<file path="src/hdl/eth_tx_consts.svh">
`ifndef ETH_TX_CONSTS_SVH
`define ETH_TX_CONSTS_SVH

// ==============================
// Frame geometry
// ==============================
`define ETH_BUF_DEPTH    64
`define ETH_PREAMBLE_LEN 7
`define ETH_FCS_LEN      4
`define ETH_GAP_LEN      12

// ==============================
// Reflected Ethernet CRC-32
// ==============================
`define ETH_CRC_POLY     32'hEDB88320
`define ETH_CRC_INIT     32'hFFFFFFFF

`endif
</file>
<file path="src/hdl/eth_tx_pkg.sv">
`include "eth_tx_consts.svh"

package eth_tx_pkg;

    typedef logic [7:0] byte_t;

    typedef logic [31:0] crc_t;

    // One extra bit so a full buffer length fits
    typedef logic [$clog2(`ETH_BUF_DEPTH):0] len_t;

    // Frame phases in transmit order
    typedef enum logic [2:0] {
        IDLE,
        WAIT,
        PREAMBLE,
        SFD,
        PAYLOAD,
        FCS,
        DONE,
        GAP
    } tx_phase_t;

endpackage

</file>
<file path="src/hdl/tx_ctrl_if.sv">
`timescale 1ns/1ps

interface tx_ctrl_if;
    import eth_tx_pkg::*;

    tx_phase_t phase;
    logic      cnt_load;
    len_t      cnt_value;
    logic      cnt_zero;
    logic      rd_en;
    logic      crc_clear;
    logic      crc_en;

    modport seq (
        output phase, cnt_load, cnt_value, rd_en, crc_clear, crc_en,
        input  cnt_zero
    );

    modport counter (input cnt_load, cnt_value, output cnt_zero);

    modport buffer (input phase, rd_en);

    modport crc (input crc_clear, crc_en);

    modport mux (input phase);

endinterface

</file>
<file path="src/hdl/eth_tx_top.sv">
`timescale 1ns/1ps

module eth_tx_top (
    input  logic                clk,
    input  logic                rst,
    input  logic                wr_en,
    input  eth_tx_pkg::byte_t   wr_data,
    input  logic                req,
    output logic                ack,
    output logic                ready,
    output eth_tx_pkg::byte_t   tx_data,
    output logic                tx_valid
);
    import eth_tx_pkg::*;

    len_t  buf_len;
    len_t  idx;
    byte_t rd_data;
    byte_t fcs_byte;

    tx_ctrl_if ctrl_if ();

    tx_seq_fsm u_seq (
        .clk     (clk),
        .rst     (rst),
        .req     (req),
        .ack     (ack),
        .ready   (ready),
        .buf_len (buf_len),
        .ctrl    (ctrl_if.seq)
    );

    phase_counter u_cnt (
        .clk  (clk),
        .rst  (rst),
        .ctrl (ctrl_if.counter),
        .idx  (idx)
    );

    payload_buffer u_buf (
        .clk     (clk),
        .rst     (rst),
        .wr_en   (wr_en),
        .wr_data (wr_data),
        .ready   (ready),
        .ctrl    (ctrl_if.buffer),
        .rd_data (rd_data),
        .len     (buf_len)
    );

    crc32_eth u_crc (
        .clk      (clk),
        .rst      (rst),
        .data     (rd_data),
        .ctrl     (ctrl_if.crc),
        .idx      (idx),
        .fcs_byte (fcs_byte)
    );

    tx_byte_mux u_mux (
        .clk      (clk),
        .rst      (rst),
        .ctrl     (ctrl_if.mux),
        .payload  (rd_data),
        .fcs_byte (fcs_byte),
        .tx_data  (tx_data),
        .tx_valid (tx_valid)
    );

endmodule

</file>
<file path="src/hdl/tx_byte_mux.sv">
`timescale 1ns/1ps

module tx_byte_mux (
    input  logic                clk,
    input  logic                rst,
    tx_ctrl_if.mux              ctrl,
    input  eth_tx_pkg::byte_t   payload,
    input  eth_tx_pkg::byte_t   fcs_byte,
    output eth_tx_pkg::byte_t   tx_data,
    output logic                tx_valid
);
    import eth_tx_pkg::*;

    localparam byte_t PREAMBLE_BYTE = 8'h55;
    localparam byte_t SFD_BYTE      = 8'hD5;

    always_ff @(posedge clk or posedge rst) begin
        if (rst) begin
            tx_data  <= '0;
            tx_valid <= 1'b0;
        end else begin
            tx_valid <= 1'b1;
            case (ctrl.phase)
                PREAMBLE: tx_data <= PREAMBLE_BYTE;
                SFD:      tx_data <= SFD_BYTE;
                PAYLOAD:  tx_data <= payload;
                FCS:      tx_data <= fcs_byte;
                default: begin
                    tx_data  <= '0;
                    tx_valid <= 1'b0;
                end
            endcase
        end
    end

endmodule

</file>
<file path="src/hdl/crc32_eth.sv">
`timescale 1ns/1ps
`include "eth_tx_consts.svh"

module crc32_eth (
    input  logic                clk,
    input  logic                rst,
    input  eth_tx_pkg::byte_t   data,
    tx_ctrl_if.crc              ctrl,
    input  eth_tx_pkg::len_t    idx,
    output eth_tx_pkg::byte_t   fcs_byte
);
    import eth_tx_pkg::*;

    crc_t crc;
    crc_t fcs;
    len_t sel;

    // Reflected update shifts the low bit out first
    function automatic crc_t crc_next(input crc_t c_in, input byte_t d);
        crc_t c;
        c = c_in ^ crc_t'(d);
        for (int i = 0; i < 8; i++) begin
            if (c[0]) c = (c >> 1) ^ `ETH_CRC_POLY;
            else c = c >> 1;
        end
        return c;
    endfunction

    always_ff @(posedge clk or posedge rst) begin
        if (rst) begin
            crc <= `ETH_CRC_INIT;
        end else if (ctrl.crc_clear) begin
            crc <= `ETH_CRC_INIT;
        end else if (ctrl.crc_en) begin
            crc <= crc_next(crc, data);
        end
    end

    // idx counts down, so the first FCS cycle picks the low byte
    assign fcs      = ~crc;
    assign sel      = len_t'(`ETH_FCS_LEN - 1) - idx;
    assign fcs_byte = fcs[8*sel[1:0] +: 8];

endmodule

</file>
<file path="src/hdl/payload_buffer.sv">
`timescale 1ns/1ps
`include "eth_tx_consts.svh"

module payload_buffer (
    input  logic                clk,
    input  logic                rst,
    input  logic                wr_en,
    input  eth_tx_pkg::byte_t   wr_data,
    input  logic                ready,
    tx_ctrl_if.buffer           ctrl,
    output eth_tx_pkg::byte_t   rd_data,
    output eth_tx_pkg::len_t    len
);
    import eth_tx_pkg::*;

    localparam int ADDR_W = $clog2(`ETH_BUF_DEPTH);

    byte_t mem [`ETH_BUF_DEPTH];
    len_t  wr_ptr;
    len_t  rd_ptr;
    logic  wr_ok;

    assign wr_ok = wr_en && ready && (wr_ptr < len_t'(`ETH_BUF_DEPTH));

    always_ff @(posedge clk) begin
        if (wr_ok) begin
            mem[wr_ptr[ADDR_W-1:0]] <= wr_data;
        end
    end

    // ==============================
    // Pointers cleared during the gap
    // ==============================
    always_ff @(posedge clk or posedge rst) begin
        if (rst) begin
            wr_ptr <= '0;
            rd_ptr <= '0;
        end else if (ctrl.phase == GAP) begin
            wr_ptr <= '0;
            rd_ptr <= '0;
        end else begin
            if (wr_ok) wr_ptr <= wr_ptr + len_t'(1);
            if (ctrl.rd_en) rd_ptr <= rd_ptr + len_t'(1);
        end
    end

    assign rd_data = mem[rd_ptr[ADDR_W-1:0]];
    assign len     = wr_ptr;

    a_no_overflow: assert property (@(posedge clk) disable iff (rst)
        wr_en && ready |-> wr_ptr < len_t'(`ETH_BUF_DEPTH))
        else $error("write beyond buffer depth");

    // Host writes while busy are dropped
    a_wr_when_ready: assert property (@(posedge clk) disable iff (rst)
        wr_en |-> ready)
        else $warning("write ignored while not ready");

endmodule

</file>
<file path="src/hdl/phase_counter.sv">
`timescale 1ns/1ps

module phase_counter (
    input  logic                clk,
    input  logic                rst,
    tx_ctrl_if.counter          ctrl,
    output eth_tx_pkg::len_t    idx
);
    import eth_tx_pkg::*;

    len_t count;

    // Loads win over counting, and the count rests at zero
    always_ff @(posedge clk or posedge rst) begin
        if (rst) begin
            count <= '0;
        end else if (ctrl.cnt_load) begin
            count <= ctrl.cnt_value;
        end else if (count != '0) begin
            count <= count - len_t'(1);
        end
    end

    assign ctrl.cnt_zero = (count == '0);
    assign idx           = count;

endmodule

</file>
<file path="src/hdl/tx_seq_fsm.sv">
`timescale 1ns/1ps
`include "eth_tx_consts.svh"

module tx_seq_fsm (
    input  logic                clk,
    input  logic                rst,
    input  logic                req,
    output logic                ack,
    output logic                ready,
    input  eth_tx_pkg::len_t    buf_len,
    tx_ctrl_if.seq              ctrl
);
    import eth_tx_pkg::*;

    tx_phase_t phase;
    tx_phase_t next_phase;

    always_ff @(posedge clk or posedge rst) begin
        if (rst) begin
            phase <= IDLE;
        end else begin
            phase <= next_phase;
        end
    end

    // ==============================
    // Next phase and counter loads
    // ==============================
    always_comb begin
        next_phase     = phase;
        ctrl.cnt_load  = 1'b0;
        ctrl.cnt_value = '0;
        case (phase)
            IDLE: next_phase = WAIT;
            WAIT: begin
                if (req) begin
                    next_phase     = PREAMBLE;
                    ctrl.cnt_load  = 1'b1;
                    ctrl.cnt_value = len_t'(`ETH_PREAMBLE_LEN - 1);
                end
            end
            PREAMBLE: begin
                if (ctrl.cnt_zero) next_phase = SFD;
            end
            SFD: begin
                next_phase     = PAYLOAD;
                ctrl.cnt_load  = 1'b1;
                ctrl.cnt_value = buf_len - len_t'(1);
            end
            PAYLOAD: begin
                if (ctrl.cnt_zero) begin
                    next_phase     = FCS;
                    ctrl.cnt_load  = 1'b1;
                    ctrl.cnt_value = len_t'(`ETH_FCS_LEN - 1);
                end
            end
            FCS: begin
                // One spare cycle lets the last FCS byte leave the mux
                if (ctrl.cnt_zero) begin
                    next_phase     = DONE;
                    ctrl.cnt_load  = 1'b1;
                    ctrl.cnt_value = len_t'(1);
                end
            end
            DONE: begin
                if (ctrl.cnt_zero && !req) begin
                    next_phase     = GAP;
                    ctrl.cnt_load  = 1'b1;
                    ctrl.cnt_value = len_t'(`ETH_GAP_LEN - 1);
                end
            end
            GAP: begin
                if (ctrl.cnt_zero) next_phase = WAIT;
            end
            default: next_phase = IDLE;
        endcase
    end

    assign ctrl.phase     = phase;
    assign ctrl.rd_en     = (phase == PAYLOAD);
    assign ctrl.crc_en    = (phase == PAYLOAD);
    assign ctrl.crc_clear = (phase == SFD);
    assign ready          = (phase == WAIT);
    assign ack            = (phase == DONE) && ctrl.cnt_zero;

    // Ack only follows a request that was still up on the previous edge
    a_ack_needs_req: assert property (@(posedge clk) disable iff (rst)
        ack |-> $past(req))
        else $error("ack high without req");

    a_req_nonempty: assert property (@(posedge clk) disable iff (rst)
        (phase == WAIT) && req |-> buf_len != '0)
        else $error("frame requested with empty buffer");

endmodule

</file>
<file path="config.mk">
export PLATFORM = sky130hd
export DESIGN_NAME = eth_tx_top
export DESIGN_NICKNAME = d
export VERILOG_FILES = /design/src/hdl/eth_tx_pkg.sv /design/src/hdl/tx_ctrl_if.sv /design/src/hdl/eth_tx_top.sv /design/src/hdl/tx_byte_mux.sv /design/src/hdl/crc32_eth.sv /design/src/hdl/payload_buffer.sv /design/src/hdl/phase_counter.sv /design/src/hdl/tx_seq_fsm.sv
export VERILOG_INCLUDE_DIRS = /design/src /design/src/hdl
export SDC_FILE = /design/constraint.sdc
export NUM_CORES = 1
export LEC_CHECK = 0
export BUFFER_PORTS_ARGS = -buffer_cell sky130_fd_sc_hd__buf_2
export CORE_MARGIN = 3
export CORE_UTILIZATION = 60
export CTS_CLUSTER_DIAMETER = 150
export DETAILED_ROUTE_END_ITERATION = 16
export PLACE_DENSITY = 0.76
export RECOVER_POWER = 100
export SYNTH_ARGS = -nofsm -noshare
export SYNTH_HDL_FRONTEND = slang
export SYNTH_SLANG_ARGS = --single-unit
</file>
<file path="constraint.sdc">
create_clock -name clk -period 3.9 [get_ports clk]
set_input_delay 0.585 -clock clk [delete_from_list [all_inputs] [get_ports clk]]
set_output_delay 0.585 -clock clk [all_outputs]
set_load 0.005 [all_outputs]
</file>
==> impl_metrics.py <==
metrics = {
    "cells_and_area": {
        "regArea_sq_um": 17000,
        "area_growth_pct": 13.1,
        "fillers": 2450,
        "n_antenna_cell": 0,
        "multi_input_area_sq_um": 6620,
        "drive_gt1_share_pct": 26.6,
        "nets": 1479,
    },
    "setup_path": {
        "crit_start": "u_buf.rd_ptr[0]",
        "r2r_start": "u_buf.rd_ptr[0]",
        "cp.required_ns": 4.44,
        "cp-end-kind": "flop",
        "path_class": "flop to flop",
        "start_kind": "flop",
        "worstPathArrival_ns": 4.32,
        "critPathMaxFanout": 12,
    },
    "sta": {
        "post-route-period-util_pct": 97.0,
        "fmax_mhz": 264,
        "setup_violations": 0,
        "finClkSkew_ns": 0.0169,
        "tightestPinTransition_ns": 3.02,
        "setup_ws_ns": 0.116,
        "hold-worst-slack_ns": 0.296,
        "rsz0062_at_grt": "false",
        "fin_tns_setup_ns": 0,
        "finalCriticalPeriod_ns": 3.78,
        "final_max_slew_viol_count": 503,
        "hold_viol": 0,
        "max_slew_margin_pct": -102,
    },
    "clock_network": {
        "htree_levels": 2,
        "cts_buffers": 56,
        "cts_tree": "done",
        "cts.clk_slew.worst_paths_ns": 0.06,
        "ctsRootBufferMaster": "clkbuf_16",
        "clk_latency_ns": 0.61,
        "clock-sinks": 576,
        "cts_buffer_depth": 3,
    },
    "yosys": {
        "synthMuxAreaShare_pct": 14.5,
        "syn_avg_cell_area_sq_um": 18.3,
        "synth_warnings": 0,
        "synth-compound-area-share_pct": 3.64,
        "yosysSeqAreaShare_pct": 70.3,
        "synth-xor-area-share_pct": 4.29,
        "async_flop_share_pct": 11.1,
        "synth_top_family_by_area": "multiplexers",
        "synth_ff_type": "edfxtp_1",
        "syn-num-nets": 1342,
        "yosys.area_share.simple_pct": 4.51,
        "ys_types": 69,
        "ys_ff_latch": 576,
        "synthesis.area_sq_um": 24200,
        "postSynthCellCount": 1322,
        "synth-edff-count": 512,
        "synthAdderAreaFrac_pct": 0.414,
    },
    "die": {
        "initial_core_util_pct": 61.6,
        "fp-row-count": 72,
        "die_y_um": 207,
        "chipWidth_um": 207,
        "core_area_sq_um": 39300,
        "io_pins": 23,
        "dieArea_sq_um": 42800,
    },
    "route": {
        "highest_layer": "met4",
        "first_pass_iters": 5,
        "vias_per_cell": 6.51,
        "vias": 13200,
        "ant_nets": 0,
        "routed-wl-met3_mm": 5.46,
        "drcViolationCount": 0,
        "drtIter0Drc": 1938,
        "met1_length_mm": 22.1,
        "wirelength_mm": 57.3,
        "wire_per_inst_um": 28.3,
        "met2_length_mm": 27.8,
    },
    "run_status": {
        "status": "finished, violations left",
        "violations": "capacitance limit, slew limit",
    },
    "grt": {
        "antenna_found_initial": 0,
        "grt_overflow": 0,
        "grt_usage_pct": 27.7,
        "grt_pass1_wl_mm": 86.2,
        "grt_max_degree": 65,
        "grt_pass1_vias": 13300,
    },
    "power": {
        "p_leak_nw": 8.99,
        "peakVddDrop_mv": 0.414,
        "powerDensity_nw_per_um2": 449,
    },
    "min_path": {
        "min_path_type": "input pin to async pin",
    },
    "place": {
        "dp_slack_ns": -0.136,
        "dpl.hpwl_mm": 36.7,
        "io_buffers": 22,
        "gp_congestion": 0.960,
    },
    "run": {
        "drv_cap": 9,
    },
}
## cells by family after synthesis
kind of cell    count (synthesis)
simple gates                  247
flops                         576
compound gates                125
buf+inv                        85
xor+xnor                       86
mux                           195
fa+ha+maj                       8
## synth_stat cells, drive strengths merged (2+ instances only)
| master | instances | area share [%] |
|---|---|---|
| dfrtp | 32 | 3.3 |
| nor2b | 5 | 0.13 |
| a31o | 2 | 0.072 |
| buf | 48 | 1.8 |
| nor3 | 13 | 0.27 |
| a22oi | 15 | 0.47 |
| and3 | 2 | 0.052 |
| nand3b | 3 | 0.093 |
| dfstp | 32 | 3.5 |
| nand2b | 10 | 0.26 |
| nand3 | 15 | 0.31 |
| xor2 | 31 | 1.6 |
| mux4 | 123 | 11 |
| mux2i | 67 | 2.8 |
| edfxtp | 512 | 64 |
| nand4 | 5 | 0.13 |
| xnor2 | 53 | 2.5 |
| o22a | 7 | 0.25 |
| o211ai | 6 | 0.19 |
| o21ai | 16 | 0.33 |
| clkbuf | 21 | 0.33 |
| or3 | 2 | 0.052 |
| ha | 8 | 0.41 |
| nor2 | 127 | 2.0 |
| a21oi | 37 | 0.86 |
| o31ai | 2 | 0.12 |
| a221oi | 8 | 0.29 |
| and2 | 4 | 0.10 |
| a31oi | 7 | 0.23 |
| inv | 16 | 0.25 |
| o22ai | 10 | 0.26 |
| and4 | 2 | 0.072 |
| o221ai | 4 | 0.14 |
| mux2 | 5 | 0.23 |
| nand2 | 49 | 0.76 |
| nor4 | 3 | 0.078 |
| or2 | 2 | 0.052 |
| or3b | 2 | 0.072 |
## layer usage
metal,global-route usage (%),vias to the layer above
met2,44.3,776
met3,5.76,125
li1,-,5488
met5,0,-
met1,39.0,6781
met4,9.56,0
## through the flow
step	power (mW)	std cells	util, %	cell area [sq um]
2_1_floorplan	6.87	1322	-	24200
5_1_grt	12.6	2022	69.7	27400
3_3_place_gp	6.96	1915	65.0	25500
4_1_cts	12.3	2020	69.7	27400
3_5_place_dp	6.97	1915	65.0	25500
6_report	12.3	2022	69.7	27400
## final cells by class
class	instances	area share, %
clock buffer	70	5.31
clock inverter	33	1.40
timing repair buffer	148	4.27
inverter	16	0.219
multi-input combinational	661	24.2
tap	518	2.37
sequential	576	62.2
## layout by cell type (no fill, tap or decap), drive strengths merged, types with 15 or more instances in the layout
master  count
buf       125
mux2i      67
nand2      49
inv        18
o21ai      16
dfstp      32
dfrtp      32
nand3      15
a22oi      15
clkinv     21
xor2       31
mux4      123
xnor2      53
clkbuf     93
a21oi      37
nor2      127
edfxtp    512
## path summary, 6_finish.rpt
check	end	slack (ns)	cells past startpoint
setup / recovery	u_crc.crc[24]	0.12	10
hold / removal	u_cnt.idx[3]	0.30	2
setup reg to reg	u_crc.crc[24]	0.12	10
hold reg to reg	u_crc.crc[29]	0.52	2
max in group asynchronous	u_mux.tx_data[6]	1.32	3
min in group clk	u_cnt.idx[3]	0.43	3
## state kept, by name, indices dropped and copies added, names as in the netlist
signal,cells
u_buf.len,7
u_crc.crc,32
u_seq.ctrl.phase,3
u_buf.rd_ptr,6
u_mux.tx_valid,1
u_cnt.idx,7
u_mux.tx_data,8
u_buf.mem,512
## worst max-delay path: stages (launching register included)
cell and delay [ns]:
dfrtp_4 0.61, buf_4 0.26, mux4_2 0.53, mux4_2 0.52
mux2_2 0.34, a21oi_4 0.27, xnor2_4 0.18, xor2_4 0.22
xnor2_2 0.23, xor3_1 0.34, o22a_1 0.19
## report_power, final
part           total [mW]  internal [mW]  leakage (nW)  switching (mW)
Combinational       0.114        0.00731          2.79           0.107
Sequential           6.73           6.73          5.31         0.00186
Clock                5.43           3.17         0.891            2.26
Total                12.3           9.91          8.99            2.37
## repair_timing
action,4_1_cts,5_1_grt
gates resized for setup,1,4
buffers inserted,2,2
hold buffers,0,0
gates cloned,0,0
pin swaps,1,2
endpoints found under the setup margin,8,15
(Power assumes the default switching activity.)
